$ cat config.mk
export PLATFORM = sky130hd
export DESIGN_NAME = mgt_channel_array
export DESIGN_NICKNAME = d
export VERILOG_FILES = /design/src/logic/mgt_stream_pkg.sv /design/src/logic/regport_pkg.sv /design/src/logic/credit_fifo.sv /design/src/logic/regport_master.sv /design/src/logic/regport_resp_mux.sv /design/src/logic/mgt_lane.sv /design/src/logic/mgt_channel_array.sv
export SDC_FILE = /design/constraint.sdc
export NUM_CORES = 1
export LEC_CHECK = 0
export ABC_AREA = 1
export BUFFER_PORTS_ARGS = -buffer_cell sky130_fd_sc_hd__buf_2
export CAP_MARGIN = 15
export CORE_AREA = 2 2 386 350
export DETAILED_ROUTE_END_ITERATION = 10
export DIE_AREA = 0 0 388 352
export HOLD_SLACK_MARGIN = 0.1
export PLACE_DENSITY = 0.68
export SYNTH_ARGS = -nofsm -noshare
export SYNTH_HDL_FRONTEND = slang
export SYNTH_SLANG_ARGS = --single-unit
$ cat constraint.sdc
create_clock -name bus_clk -period 12.7 [get_ports bus_clk]
set_input_delay 1.27 -clock bus_clk [delete_from_list [all_inputs] [get_ports bus_clk]]
set_output_delay 1.27 -clock bus_clk [all_outputs]
set_load 0.02 [all_outputs]
$ cat src/logic/mgt_stream_pkg.sv
// Stream beat, port number and device id types shared by the lanes, the top level and the bench
package mgt_stream_pkg;

  // ----------------------------------------------------------
  // Stream word
  // ----------------------------------------------------------
  localparam int STREAM_DW = 64;

  typedef logic [STREAM_DW-1:0] stream_data_t;

  // One beat on a router or transceiver word port
  typedef struct packed {
    logic         valid;
    logic         last;
    stream_data_t data;
  } stream_beat_t;

  // ----------------------------------------------------------
  // Discovery info
  // ----------------------------------------------------------
  localparam int PORT_NUM_W  = 8;
  localparam int DEVICE_ID_W = 16;

  // Lane port number, reported in the port info word
  typedef logic [PORT_NUM_W-1:0] port_num_t;

  // Device identifier, common to every lane
  typedef logic [DEVICE_ID_W-1:0] device_id_t;

endpackage

$ cat src/logic/regport_pkg.sv
// Register port types, per-lane register map and block size, imported by the register path modules
package regport_pkg;

  localparam int REG_AW = 14;
  localparam int REG_DW = 32;

  typedef logic [REG_AW-1:0] reg_addr_t;
  typedef logic [REG_DW-1:0] reg_data_t;

  // Broadcast request, one-cycle pulses
  typedef struct packed {
    logic      wr_req;
    logic      rd_req;
    reg_addr_t addr;
    reg_data_t wr_data;
  } reg_req_t;

  typedef struct packed {
    logic      rd_resp;
    reg_data_t rd_data;
  } reg_rsp_t;

  // Host side of the register port
  typedef struct packed {
    logic      valid;
    logic      write;
    reg_addr_t addr;
    reg_data_t wr_data;
  } host_req_t;

  typedef struct packed {
    logic      valid;
    logic      timeout;
    reg_data_t rd_data;
  } host_rsp_t;

  // ----------------------------------------------------------
  // Lane register map
  // ----------------------------------------------------------
  localparam int REG_BLOCK_SIZE = 16;

  localparam reg_addr_t REG_CTRL       = reg_addr_t'(0);
  localparam reg_addr_t REG_STATUS     = reg_addr_t'(1);
  localparam reg_addr_t REG_TX_COUNT   = reg_addr_t'(2);
  localparam reg_addr_t REG_RX_COUNT   = reg_addr_t'(3);
  localparam reg_addr_t REG_DROP_COUNT = reg_addr_t'(4);
  localparam reg_addr_t REG_PORT_INFO  = reg_addr_t'(5);

  // Returned when no lane claims a read
  localparam reg_data_t TIMEOUT_DATA = 32'hDEAD_BEEF;

endpackage

$ cat src/logic/credit_fifo.sv
// Small synchronous beat FIFO with show-ahead output; returns one credit pulse per popped entry
`timescale 1ns/1ps

module credit_fifo
  import mgt_stream_pkg::*;
#(
  parameter int FIFO_DEPTH = 4
) (
  input  logic         bus_clk,
  input  logic         rst_n_i,
  input  logic         push_i,
  input  stream_beat_t push_beat_i,
  input  logic         pop_i,
  output stream_beat_t pop_beat_o,
  output logic         empty_o,
  output logic         full_o,
  output logic         credit_o
);

  // Depth of at least two assumed
  localparam int AW = $clog2(FIFO_DEPTH);

  stream_beat_t mem [FIFO_DEPTH];
  // Extra MSB tells full from empty
  logic [AW:0]  wr_ptr_q;
  logic [AW:0]  rd_ptr_q;
  logic         credit_q;

  always_ff @(posedge bus_clk) begin
    if (!rst_n_i) begin
      wr_ptr_q <= '0;
      rd_ptr_q <= '0;
      credit_q <= 1'b0;
    end else begin
      if (push_i) begin
        wr_ptr_q <= wr_ptr_q + 1'b1;
      end
      if (pop_i) begin
        rd_ptr_q <= rd_ptr_q + 1'b1;
      end
      credit_q <= pop_i;
    end
  end

  always_ff @(posedge bus_clk) begin
    if (push_i) begin
      mem[wr_ptr_q[AW-1:0]] <= push_beat_i;
    end
  end

  assign pop_beat_o = mem[rd_ptr_q[AW-1:0]];
  assign empty_o    = (wr_ptr_q == rd_ptr_q);
  assign full_o     = (wr_ptr_q[AW] != rd_ptr_q[AW]) &&
                      (wr_ptr_q[AW-1:0] == rd_ptr_q[AW-1:0]);
  assign credit_o   = credit_q;

  // Sender overran its credits
  a_push_full: assert property (
    @(posedge bus_clk) disable iff (!rst_n_i) push_i |-> !full_o
  ) else $error("push into full FIFO");

  a_pop_empty: assert property (
    @(posedge bus_clk) disable iff (!rst_n_i) pop_i |-> !empty_o
  ) else $error("pop from empty FIFO");

endmodule

$ cat src/logic/regport_master.sv
// Host register front end; broadcasts one-cycle requests to all lanes and times out unclaimed reads
`timescale 1ns/1ps

module regport_master
  import regport_pkg::*;
#(
  parameter int TIMEOUT_LOG2 = 4
) (
  input  logic      bus_clk,
  input  logic      rst_n_i,
  input  host_req_t host_req_i,
  output logic      host_req_ready_o,
  output host_rsp_t host_rsp_o,
  output reg_req_t  reg_req_o,
  input  reg_rsp_t  reg_rsp_i
);

  typedef enum logic {
    IDLE,
    WAIT_RD
  } state_t;

  state_t                  state_q;
  logic                    ready_q;
  logic                    wr_pulse_q;
  logic                    rd_pulse_q;
  reg_addr_t               addr_q;
  reg_data_t               wr_data_q;
  logic [TIMEOUT_LOG2-1:0] wait_cnt_q;
  logic                    accept;
  logic                    timed_out;
  logic                    rd_done;

  assign accept    = host_req_i.valid && ready_q;
  // Counter starts at 1 on accept, so all ones marks 2^N-1 cycles
  assign timed_out = &wait_cnt_q;
  assign rd_done   = (state_q == WAIT_RD) && (reg_rsp_i.rd_resp || timed_out);

  // ----------------------------------------------------------
  // Request FSM
  // ----------------------------------------------------------
  always_ff @(posedge bus_clk) begin
    if (!rst_n_i) begin
      state_q    <= IDLE;
      ready_q    <= 1'b0;
      wr_pulse_q <= 1'b0;
      rd_pulse_q <= 1'b0;
      wait_cnt_q <= '0;
    end else begin
      wr_pulse_q <= accept && host_req_i.write;
      rd_pulse_q <= accept && !host_req_i.write;
      case (state_q)
        IDLE: begin
          ready_q <= 1'b1;
          if (accept && !host_req_i.write) begin
            state_q    <= WAIT_RD;
            ready_q    <= 1'b0;
            wait_cnt_q <= TIMEOUT_LOG2'(1);
          end
        end
        WAIT_RD: begin
          wait_cnt_q <= wait_cnt_q + 1'b1;
          if (rd_done) begin
            state_q <= IDLE;
            ready_q <= 1'b1;
          end
        end
        default: state_q <= IDLE;
      endcase
    end
  end

  // Address and data only matter alongside a pulse
  always_ff @(posedge bus_clk) begin
    if (accept) begin
      addr_q    <= host_req_i.addr;
      wr_data_q <= host_req_i.wr_data;
    end
  end

  assign host_req_ready_o  = ready_q;
  assign reg_req_o.wr_req  = wr_pulse_q;
  assign reg_req_o.rd_req  = rd_pulse_q;
  assign reg_req_o.addr    = addr_q;
  assign reg_req_o.wr_data = wr_data_q;

  // Lane data wins over a timeout landing on the same cycle
  assign host_rsp_o.valid   = rd_done;
  assign host_rsp_o.timeout = rd_done && !reg_rsp_i.rd_resp;
  assign host_rsp_o.rd_data = reg_rsp_i.rd_resp ? reg_rsp_i.rd_data : TIMEOUT_DATA;

  // A response must belong to an outstanding read
  a_no_stray_resp: assert property (
    @(posedge bus_clk) disable iff (!rst_n_i)
    reg_rsp_i.rd_resp |-> state_q == WAIT_RD
  ) else $error("read response with no read outstanding");

endmodule

$ cat src/logic/regport_resp_mux.sv
// Merges the per-lane read responses into one registered response for the register master
`timescale 1ns/1ps

module regport_resp_mux
  import regport_pkg::*;
#(
  parameter int LANES = 2
) (
  input  logic     bus_clk,
  input  logic     rst_n_i,
  input  reg_rsp_t lane_rsp_i [LANES],
  output reg_rsp_t rsp_o
);

  logic [LANES-1:0] resp_vec;
  reg_data_t        data_or;
  logic             resp_q;
  reg_data_t        data_q;

  // Only a responding lane contributes data
  always_comb begin
    data_or = '0;
    for (int i = 0; i < LANES; i++) begin
      resp_vec[i] = lane_rsp_i[i].rd_resp;
      if (lane_rsp_i[i].rd_resp) begin
        data_or = data_or | lane_rsp_i[i].rd_data;
      end
    end
  end

  always_ff @(posedge bus_clk) begin
    if (!rst_n_i) begin
      resp_q <= 1'b0;
    end else begin
      resp_q <= |resp_vec;
    end
  end

  always_ff @(posedge bus_clk) begin
    data_q <= data_or;
  end

  assign rsp_o.rd_resp = resp_q;
  assign rsp_o.rd_data = data_q;

  // Lane address ranges must not overlap
  a_one_lane: assert property (
    @(posedge bus_clk) disable iff (!rst_n_i) $onehot0(resp_vec)
  ) else $error("more than one lane answered a read");

endmodule

$ cat src/logic/mgt_lane.sv
// One transceiver lane: register block, transmit and receive queues, loopback and counters
`timescale 1ns/1ps

module mgt_lane
  import mgt_stream_pkg::*;
  import regport_pkg::*;
#(
  parameter int LANE_BASE   = 0,
  parameter int PORTNUM     = 0,
  parameter int FIFO_DEPTH  = 4,
  parameter int E2V_CREDITS = 2
) (
  input  logic         bus_clk,
  input  logic         rst_n_i,
  input  reg_req_t     reg_req_i,
  output reg_rsp_t     reg_rsp_o,
  input  stream_beat_t v2e_beat_i,
  output logic         v2e_credit_o,
  output stream_beat_t e2v_beat_o,
  input  logic         e2v_credit_i,
  output stream_beat_t gt_tx_o,
  input  stream_beat_t gt_rx_i,
  input  logic         gt_rx_locked_i,
  input  device_id_t   device_id_i,
  output logic         link_up_o,
  output logic         activity_o
);

  localparam reg_addr_t BASE_ADDR = reg_addr_t'(LANE_BASE);
  localparam int        CW        = $clog2(E2V_CREDITS + 1);

  // CTRL bit 1 is loopback, bit 0 is tx_enable
  typedef struct packed {
    logic loopback;
    logic tx_enable;
  } lane_ctrl_t;

  lane_ctrl_t   ctrl_q;
  reg_addr_t    rel_addr;
  logic         reg_hit;
  reg_data_t    rd_mux;
  logic         rd_resp_q;
  reg_data_t    rd_data_q;
  reg_data_t    tx_count_q;
  reg_data_t    rx_count_q;
  reg_data_t    drop_count_q;
  stream_beat_t tx_head;
  stream_beat_t rx_head;
  stream_beat_t rx_push_beat;
  logic         tx_empty, tx_pop, tx_credit;
  logic         rx_empty, rx_full, rx_push, rx_pop, rx_credit, rx_drop;
  logic [CW-1:0] e2v_cnt_q;

  function automatic reg_data_t sat_inc(reg_data_t v);
    return (&v) ? v : v + 1'b1;
  endfunction

  // ----------------------------------------------------------
  // Register block
  // ----------------------------------------------------------
  // Addresses below the base wrap high and miss
  assign rel_addr = reg_req_i.addr - BASE_ADDR;
  assign reg_hit  = rel_addr < reg_addr_t'(REG_BLOCK_SIZE);

  always_comb begin
    case (rel_addr)
      REG_CTRL:       rd_mux = {30'd0, ctrl_q};
      REG_STATUS:     rd_mux = {31'd0, link_up_o};
      REG_TX_COUNT:   rd_mux = tx_count_q;
      REG_RX_COUNT:   rd_mux = rx_count_q;
      REG_DROP_COUNT: rd_mux = drop_count_q;
      REG_PORT_INFO:  rd_mux = {8'd0, device_id_i, port_num_t'(PORTNUM)};
      default:        rd_mux = '0;
    endcase
  end

  always_ff @(posedge bus_clk) begin
    if (!rst_n_i) begin
      ctrl_q       <= '0;
      rd_resp_q    <= 1'b0;
      tx_count_q   <= '0;
      rx_count_q   <= '0;
      drop_count_q <= '0;
    end else begin
      if (reg_req_i.wr_req && reg_hit && rel_addr == REG_CTRL) begin
        ctrl_q <= lane_ctrl_t'(reg_req_i.wr_data[1:0]);
      end
      rd_resp_q <= reg_req_i.rd_req && reg_hit;
      if (tx_pop) tx_count_q <= sat_inc(tx_count_q);
      if (rx_push) rx_count_q <= sat_inc(rx_count_q);
      if (rx_drop) drop_count_q <= sat_inc(drop_count_q);
    end
  end

  always_ff @(posedge bus_clk) begin
    rd_data_q <= rd_mux;
  end

  assign reg_rsp_o.rd_resp = rd_resp_q;
  assign reg_rsp_o.rd_data = rd_data_q;

  // ----------------------------------------------------------
  // Transmit path
  // ----------------------------------------------------------
  // Loopback waits for room rather than dropping
  assign tx_pop = !tx_empty && ctrl_q.tx_enable && !(ctrl_q.loopback && rx_full);

  credit_fifo #(
    .FIFO_DEPTH (FIFO_DEPTH)
  ) tx_fifo_i (
    .bus_clk     (bus_clk),
    .rst_n_i     (rst_n_i),
    .push_i      (v2e_beat_i.valid),
    .push_beat_i (v2e_beat_i),
    .pop_i       (tx_pop),
    .pop_beat_o  (tx_head),
    .empty_o     (tx_empty),
    .full_o      (),
    .credit_o    (tx_credit)
  );

  assign gt_tx_o.valid = tx_pop && !ctrl_q.loopback;
  assign gt_tx_o.last  = tx_head.last;
  assign gt_tx_o.data  = tx_head.data;
  assign v2e_credit_o  = tx_credit;

  // ----------------------------------------------------------
  // Receive path
  // ----------------------------------------------------------
  // Serial side has no back-pressure, overflow is dropped
  assign rx_drop = !ctrl_q.loopback && gt_rx_i.valid && rx_full;
  assign rx_push = ctrl_q.loopback ? tx_pop : (gt_rx_i.valid && !rx_full);

  always_comb begin
    rx_push_beat       = ctrl_q.loopback ? tx_head : gt_rx_i;
    rx_push_beat.valid = 1'b1;
  end

  assign rx_pop = !rx_empty && (e2v_cnt_q != '0);

  credit_fifo #(
    .FIFO_DEPTH (FIFO_DEPTH)
  ) rx_fifo_i (
    .bus_clk     (bus_clk),
    .rst_n_i     (rst_n_i),
    .push_i      (rx_push),
    .push_beat_i (rx_push_beat),
    .pop_i       (rx_pop),
    .pop_beat_o  (rx_head),
    .empty_o     (rx_empty),
    .full_o      (rx_full),
    .credit_o    (rx_credit)
  );

  // Router credits for the e2v direction
  always_ff @(posedge bus_clk) begin
    if (!rst_n_i) begin
      e2v_cnt_q <= CW'(E2V_CREDITS);
    end else begin
      e2v_cnt_q <= e2v_cnt_q + CW'(e2v_credit_i) - CW'(rx_pop);
    end
  end

  assign e2v_beat_o.valid = rx_pop;
  assign e2v_beat_o.last  = rx_head.last;
  assign e2v_beat_o.data  = rx_head.data;

  assign link_up_o  = gt_rx_locked_i || ctrl_q.loopback;
  assign activity_o = tx_credit || rx_credit;

  // Router must not return more credits than it was given
  a_e2v_credit_bound: assert property (
    @(posedge bus_clk) disable iff (!rst_n_i) e2v_cnt_q <= CW'(E2V_CREDITS)
  ) else $error("e2v credit count above its initial value");

endmodule

$ cat src/logic/mgt_channel_array.sv
// Top level of the channel array; register front end, lanes in a generate loop and response mux
`timescale 1ns/1ps

module mgt_channel_array
  import mgt_stream_pkg::*;
  import regport_pkg::*;
#(
  parameter int LANES        = 2,
  parameter int REG_BASE     = 0,
  parameter int PORTNUM_BASE = 4,
  parameter int FIFO_DEPTH   = 4,
  parameter int E2V_CREDITS  = 2,
  parameter int TIMEOUT_LOG2 = 4
) (
  input  logic             bus_clk,
  input  logic             rst_n_i,
  // Host register port
  input  host_req_t        host_req_i,
  output logic             host_req_ready_o,
  output host_rsp_t        host_rsp_o,
  // Router side
  input  stream_beat_t     v2e_beat_i [LANES],
  output logic [LANES-1:0] v2e_credit_o,
  output stream_beat_t     e2v_beat_o [LANES],
  input  logic [LANES-1:0] e2v_credit_i,
  // Transceiver side
  output stream_beat_t     gt_tx_o [LANES],
  input  stream_beat_t     gt_rx_i [LANES],
  input  logic [LANES-1:0] gt_rx_locked_i,
  // Misc
  input  device_id_t       device_id_i,
  output logic [LANES-1:0] link_up_o,
  output logic [LANES-1:0] activity_o
);

  reg_req_t reg_req;
  reg_rsp_t lane_rsp [LANES];
  reg_rsp_t mux_rsp;

  // ----------------------------------------------------------
  // Register bus
  // ----------------------------------------------------------
  regport_master #(
    .TIMEOUT_LOG2 (TIMEOUT_LOG2)
  ) reg_mst_i (
    .bus_clk          (bus_clk),
    .rst_n_i          (rst_n_i),
    .host_req_i       (host_req_i),
    .host_req_ready_o (host_req_ready_o),
    .host_rsp_o       (host_rsp_o),
    .reg_req_o        (reg_req),
    .reg_rsp_i        (mux_rsp)
  );

  regport_resp_mux #(
    .LANES (LANES)
  ) reg_resp_mux_i (
    .bus_clk    (bus_clk),
    .rst_n_i    (rst_n_i),
    .lane_rsp_i (lane_rsp),
    .rsp_o      (mux_rsp)
  );

  // ----------------------------------------------------------
  // Lanes
  // ----------------------------------------------------------
  for (genvar l = 0; l < LANES; l++) begin : g_lanes
    mgt_lane #(
      .LANE_BASE   (REG_BASE + l * REG_BLOCK_SIZE),
      .PORTNUM     (PORTNUM_BASE + l),
      .FIFO_DEPTH  (FIFO_DEPTH),
      .E2V_CREDITS (E2V_CREDITS)
    ) lane_i (
      .bus_clk        (bus_clk),
      .rst_n_i        (rst_n_i),
      .reg_req_i      (reg_req),
      .reg_rsp_o      (lane_rsp[l]),
      .v2e_beat_i     (v2e_beat_i[l]),
      .v2e_credit_o   (v2e_credit_o[l]),
      .e2v_beat_o     (e2v_beat_o[l]),
      .e2v_credit_i   (e2v_credit_i[l]),
      .gt_tx_o        (gt_tx_o[l]),
      .gt_rx_i        (gt_rx_i[l]),
      .gt_rx_locked_i (gt_rx_locked_i[l]),
      .device_id_i    (device_id_i),
      .link_up_o      (link_up_o[l]),
      .activity_o     (activity_o[l])
    );
  end

endmodule

==> flow_metrics.py, run 1 <==
metrics = {
    "place": {
        "io_buffers": 608,
        "dpl.hpwl_um": 113000,
        "placed_area_mm2": 0.0635,
        "dpl.cell_count": 7987,
        "gp_congestion": 0.951,
    },
    "sta": {
        "relSlewSlack_pct": 22.5,
        "tightest_slew_ps": 1160,
        "fmax_mhz": 206,
        "whs_ps": 467,
        "grt_setup_unrepaired": "false",
        "setup_viol": 0,
        "hold_viol": 0,
        "setup_tns_ps": 0,
        "clock_skew_ps": 39.5,
        "final_max_slew_viol_count": 0,
        "fin_crit_ps": 4850,
        "min_period_over_period_pct": 38.2,
    },
    "routing": {
        "avgViaCountPerCell": 5.45,
        "dr.first_iter.drc_count": 4608,
        "wl_per_cell_um": 20.7,
        "ant_nets": 0,
        "dr.pass1.iters": 6,
        "wl_um": 171000,
        "vias": 45100,
        "drc": 0,
    },
    "floorplan": {
        "fp.dieW_um": 388,
        "core_area_mm2": 0.133,
        "io_pins": 639,
        "dieArea_mm2": 0.137,
        "start_util_pct": 44.7,
        "die_h_um": 352,
        "row_count": 127,
    },
    "job": {
        "cap_violations": 0,
    },
    "clock_network": {
        "numClockSinks": 1399,
        "ctsHoldBuffers": 0,
        "cts_root_buf": "clkbuf_16",
        "cts_resized": 0,
        "clkLatencyLatePin_ps": 790,
        "cts.htree.levels": 4,
        "clockBufferDepth": 3,
        "clk_pin_slew_ps": 60,
        "cts_tree": "yes",
        "postCtsSetupBuffers": 0,
        "cts_made_buffers": 144,
    },
    "layout": {
        "final_area_mm2": 0.0683,
        "finalNonFillerCells": 8276,
        "fin_nets": 6757,
        "drive_gt1_share_pct": 15.1,
        "syn_to_final_growth_pct": 15.3,
    },
    "power_and_ir_drop": {
        "power_leakage_nw": 24.5,
        "ir_drop_v": 0.000134,
        "powerDensity_mw_per_mm2": 167,
    },
    "worst_setup_path": {
        "critPathKind": "reg -> out",
        "endpoint": "gt_tx_o[85]",
        "crit_fanout": 84,
        "reg2regPathDepth": 7,
        "cp.required_ps": 11430,
        "cp-start-kind": "register",
        "cp-end-kind": "primary output",
        "crit_arrival_ps": 3580,
        "regToRegEndpoint": "g_lanes[1].lane_i.rd_data_q[31]$_DFF_P_",
        "r2r_slack_ps": 9360,
        "r2r-start": "reg_mst_i.addr_q[10]$_DFFE_PP_",
    },
    "synthesis": {
        "ys_ff_latch": 1399,
        "synth_cell_types": 43,
        "syn_area_mm2": 0.0592,
        "yosysWarnings": 0,
        "avgSynthCellArea_um2": 10.0,
        "synth_fp_nets": 6274,
        "synthCells": 5909,
        "ys_seq_area_share_pct": 65.1,
    },
    "global_route": {
        "grt_pass1_wl_um": 255000,
        "grt_max_degree": 109,
        "grt_use_total_pct": 24.3,
        "antenna_found_initial": 46,
        "grt-ovfl-total": 0,
        "grt_pass1_vias": 41700,
    },
    "run_status": {
        "status": "complete, no violations",
    },
    "hold_path": {
        "min_path_type": "reg -> reg",
    },
}
worst min-delay path by stage:
stage                                                        from                                end  slack (ps)  cells past startpoint
after floorplan           g_lanes[1].lane_i.rd_data_q[30]$_DFF_P_  reg_resp_mux_i.data_q[30]$_DFF_P_         420                      1
final                     g_lanes[1].lane_i.rd_data_q[12]$_DFF_P_  reg_resp_mux_i.data_q[12]$_DFF_P_         470                      1
after global placement    g_lanes[1].lane_i.rd_data_q[11]$_DFF_P_  reg_resp_mux_i.data_q[11]$_DFF_P_         440                      1
after global routing      g_lanes[1].lane_i.rd_data_q[11]$_DFF_P_  reg_resp_mux_i.data_q[11]$_DFF_P_         460                      1
after CTS                 g_lanes[1].lane_i.rd_data_q[11]$_DFF_P_  reg_resp_mux_i.data_q[11]$_DFF_P_         450                      1
after detailed placement  g_lanes[1].lane_i.rd_data_q[11]$_DFF_P_  reg_resp_mux_i.data_q[11]$_DFF_P_         440                      1
stage by stage:
step,worst slack (ps),power [W],util [%]
after detailed placement,8730,0.00733,47.9
after floorplan,7820,0.00653,-
after CTS,7860,0.0115,51.5
final,7850,0.0114,51.5
after global routing,7620,0.0118,51.5
after global placement,8770,0.00730,47.9
power by group:
group	switching, W	leakage [nW]	internal (W)
Clock	0.00180	2.29	0.00239
Combinational	0.00148	9.72	0.000530
Sequential	0.0000974	12.5	0.00513
Total	0.00338	24.5	0.00805
area by class of cell:
type	count	area [um2]
antenna	33	82.6
multi-input combinational	3926	18300
sequential	1399	38600
clock inverter	74	803
timing repair buffer	654	3390
inverter	267	1010
fill	11800	64200
tap	1741	2180
clock buffer	182	3870
placed cells by master, fill, tap and decap left out, types with 46 or more instances in the layout:
| cell | synthesis | final |
|---|---|---|
| nand2_1 | 1415 | 1415 |
| edfxtp_1 | 1056 | 1056 |
| nor2_1 | 859 | 851 |
| buf_2 | 46 | 608 |
| o21ai_0 | 563 | 563 |
| dfxtp_1 | 343 | 333 |
| o22ai_1 | 260 | 260 |
| nand3_1 | 229 | 229 |
| inv_1 | 247 | 228 |
| a21oi_1 | 202 | 202 |
| clkbuf_16 | 0 | 148 |
| xor2_1 | 69 | 69 |
| nor3_1 | 48 | 48 |
| buf_4 | 24 | 46 |
synth_stat cells (all sizes together):
master	instances	area share (%)
a211oi	1	0.013
o21ai	566	4.8
o2111ai	15	0.22
nand3b	40	0.51
o22ai	260	2.7
clkinv	1	0.0063
nor2	875	5.6
xor2	69	1.0
a22o	32	0.47
xnor2	20	0.30
nand4	42	0.44
a31oi	1	0.011
edfxtp	1056	54
nor4	3	0.057
buf	96	0.95
o221ai	11	0.16
inv	266	1.7
and3	1	0.011
nand3	233	2.0
o31ai	1	0.013
or2	32	0.34
ha	31	0.65
nor3	54	0.51
o211ai	13	0.16
a21oi	202	1.7
clkbuf	221	1.4
dfxtp	343	12
nand2	1424	9.1
state kept, by name, summed over array words and instances, names as in the netlist, 2 cells and up, named ones only:
name,count
g_lanes.lane_i.rx_fifo_i.mem,520
g_lanes.lane_i.tx_fifo_i.mem,520
g_lanes.lane_i.drop_count_q,64
g_lanes.lane_i.rd_data_q,64
g_lanes.lane_i.rx_count_q,64
g_lanes.lane_i.tx_count_q,64
reg_resp_mux_i.data_q,32
reg_mst_i.addr_q,14
g_lanes.lane_i.rx_fifo_i.rd_ptr_q,6
g_lanes.lane_i.rx_fifo_i.wr_ptr_q,6
g_lanes.lane_i.tx_fifo_i.rd_ptr_q,6
g_lanes.lane_i.tx_fifo_i.wr_ptr_q,6
g_lanes.lane_i.ctrl_q,4
g_lanes.lane_i.e2v_cnt_q,4
reg_mst_i.wait_cnt_q,4
g_lanes.lane_i.rd_resp_q,2
g_lanes.lane_i.rx_fifo_i.credit_o,2
g_lanes.lane_i.tx_fifo_i.credit_o,2
reg_mst_i.wr_data_q,2
routing by layer:
layer | track usage (%) | routed length, um | part of all wire, % | vias up
met5 | 0 | 149 | 0.087 | -
met4 | 9.50 | 6170 | 3.6 | 20
met3 | 6.81 | 17200 | 10 | 340
met2 | 36.8 | 76400 | 45 | 1926
met1 | 33.1 | 71000 | 42 | 21500
li1 | - | - | - | 21300
critical path, stage by stage (launching register included):
cell and delay [ps]:
dfxtp_4 500, inv_4 440, buf_4 770, o21ai_0 200, o22ai_1 470, buf_2 270
kinds of logic (layout without fill, tap and decap cells):
group           count (synthesis)  after routing  synth area share (%)
compound gates               1102           1102                  10.3
flops                        1399           1399                  65.1
buf+inv                       584           1177                  4.04
simple gates                 2704           2704                  18.6
fa+ha+maj                      31             31                 0.655
xor+xnor                       89             89                  1.32
other cells                     0             33                     0
(Power assumes the default switching activity.)
==> run 2: changes to the inputs <==
--- a/config.mk
+++ b/config.mk
@@ -12,7 +12,7 @@
 export DETAILED_ROUTE_END_ITERATION = 10
 export DIE_AREA = 0 0 388 352
 export HOLD_SLACK_MARGIN = 0.1
-export PLACE_DENSITY = 0.68
+export PLACE_DENSITY = 0.71
 export SYNTH_ARGS = -nofsm -noshare
 export SYNTH_HDL_FRONTEND = slang
 export SYNTH_SLANG_ARGS = --single-unit
==> constraint.sdc (replaced) <==
create_clock -name bus_clk -period 4 [get_ports bus_clk]
set_input_delay 0.4 -clock bus_clk [delete_from_list [all_inputs] [get_ports bus_clk]]
set_output_delay 0.4 -clock bus_clk [all_outputs]
set_load 0.02 [all_outputs]
==> flow_metrics.py, run 2 (synthesis gave the netlist of run 1 again) <==
metrics = {
    "run_status": {
        "status": "complete, no violations",
    },
    "clock_network": {
        "cts.htree.levels": 4,
        "numClockSinks": 1399,
        "cts_made_buffers": 146,
        "clk_pin_slew_ps": 60,
        "clockBufferDepth": 3,
        "cts_root_buf": "clkbuf_16",
        "cts_resized": 0,
        "cts_tree": "yes",
        "clkLatencyLatePin_ps": 790,
    },
    "sta": {
        "hold_viol": 0,
        "fin_crit_ps": 3520,
        "min_period_over_period_pct": 88.0,
        "whs_ps": 174,
        "setup_viol": 0,
        "final_max_slew_viol_count": 0,
        "fmax_mhz": 284,
        "grt_setup_unrepaired": "false",
        "fin_ws_ps": 480,
        "clock_skew_ps": 41.0,
        "tightest_slew_ps": 1190,
        "relSlewSlack_pct": 20.7,
    },
    "worst_setup_path": {
        "crit_fanout": 45,
        "crit_arrival_ps": 3120,
        "cp-end-kind": "primary output",
        "cp.required_ps": 3600,
        "cp-start-kind": "register",
        "critPathKind": "reg -> out",
    },
    "floorplan": {
        "dieArea_mm2": 0.137,
        "row_count": 127,
        "io_pins": 639,
        "start_util_pct": 44.7,
        "die_h_um": 352,
        "core_area_mm2": 0.133,
        "fp.dieW_um": 388,
    },
    "place": {
        "io_buffers": 608,
        "pre_cts_slack_ps": 1230,
        "gp_congestion": 0.988,
        "dpl.hpwl_um": 119000,
    },
    "power_and_ir_drop": {
        "switchingPower_w": 0.0109,
        "p_comb_share_pct": 18.6,
        "power_frac_seq_pct": 45.1,
        "power_leakage_nw": 26.0,
        "clkPwrFrac_pct": 36.3,
        "powerDensity_mw_per_mm2": 511,
        "internal_power_w": 0.0258,
        "switching_share_pct": 29.8,
        "ir_drop_v": 0.000398,
    },
    "routing": {
        "vias": 47100,
        "dr.first_iter.drc_count": 4564,
        "wl_per_cell_um": 20.9,
        "wl_um": 180000,
        "drc": 0,
        "ant_nets": 0,
        "dr.pass1.iters": 6,
        "avgViaCountPerCell": 5.48,
    },
    "layout": {
        "syn_to_final_growth_pct": 21.2,
        "layout.cells.most_common": "nand2_1",
        "final_cell_mix": "nand2_1, edfxtp_1, nor2_1",
        "fin_nets": 7094,
        "drive_gt1_share_pct": 14.8,
        "utilization_pct": 54.2,
    },
    "global_route": {
        "grt_use_total_pct": 25.6,
        "grt_pass1_wl_um": 270000,
        "grt_pass1_vias": 44500,
        "antenna_found_initial": 22,
        "grt-ovfl-total": 0,
        "grt_max_degree": 90,
    },
    "hold_path": {
        "min_path_type": "in -> reg",
    },
    "job": {
        "cap_violations": 0,
    },
}
==> run 2: cell count changes in the layout (fill, tap and decap cells not counted), moves of 4 or more <==
cell	delta
clkinv_16	+5
inv_16	-4
buf_12	+21
clkinv_1	+11
diode_2	-20
clkbuf_1	+4
dlygate4sd3_1	+296
clkinv_2	-6
buf_4	+18
==> run 2: final timing paths <==
path | startpoint | end | slack, ps | cells past startpoint
hold reg to reg | g_lanes[1].lane_i.rd_data_q[17]$_DFF_P_ | reg_resp_mux_i.data_q[17]$_DFF_P_ | 450 | 1
hold / removal | e2v_credit_i[1] | g_lanes[1].lane_i.e2v_cnt_q[0]$_SDFF_PN0_ | 170 | 4
setup reg to reg | g_lanes[1].lane_i.ctrl_q[1]$_SDFFE_PN0P_ | g_lanes[1].lane_i.rx_fifo_i.mem[2][56]$_DFFE_PP_ | 1260 | 6
setup / recovery | register | gt_tx_o[30] | 480 | 5
==> run 2: per-layer routing <==
| layer | up-vias | wire length, um | GRT usage (%) |
|---|---|---|---|
| met3 | 375 | 16800 | 5.85 |
| met2 | 2221 | 82100 | 40.2 |
| met4 | 10 | 7440 | 10.8 |
| met1 | 22500 | 73100 | 34.2 |
| li1 | 22000 | - | - |
| met5 | - | 57 | 0 |
==> run 2: critical path: stages (launching register included) <==
cell and delay, ps:
dfxtp_4 600, clkinv_2 620, buf_4 460, o21ai_0 210, o22ai_1 190, buf_2 210
==> run 2: final cells by class <==
class | instances | area (um2)
fill | 11200 | 60700
sequential | 1399 | 38600
clock inverter | 78 | 865
clock buffer | 185 | 3870
antenna | 13 | 32.5
timing repair buffer | 989 | 6910
inverter | 267 | 1020
tap | 1741 | 2180
multi-input combinational | 3926 | 18300
==> run 2: repair_timing <==
item	4_1_cts	5_1_grt
setup buffers	0	0
hold buffers	296	0
endpoints found under the hold margin	1094	0
setup endpoints to repair	0	0
==> run 2: per-stage QoR <==
stage | instance area [um2] | std cells | total power [W] | setup TNS, ps
final | 71800 | 8598 | 0.0367 | 0
after global routing | 71800 | 8592 | 0.0380 | 0
after CTS | 71800 | 8585 | 0.0368 | 0
after detailed placement | 64100 | 8026 | 0.0234 | 0
after global placement | 64100 | 8026 | 0.0233 | 0
after floorplan | 59200 | 5909 | 0.0207 | -135770
==> run 2: power groups by stage <==
stage | combinational [W] | clock [W] | sequential [W]
after floorplan | 0.00399 | 0 | 0.0167
final | 0.00680 | 0.0133 | 0.0165
after global placement | 0.00643 | 0 | 0.0168
after global routing | 0.00736 | 0.0141 | 0.0166
after detailed placement | 0.00652 | 0 | 0.0169
after CTS | 0.00680 | 0.0135 | 0.0165
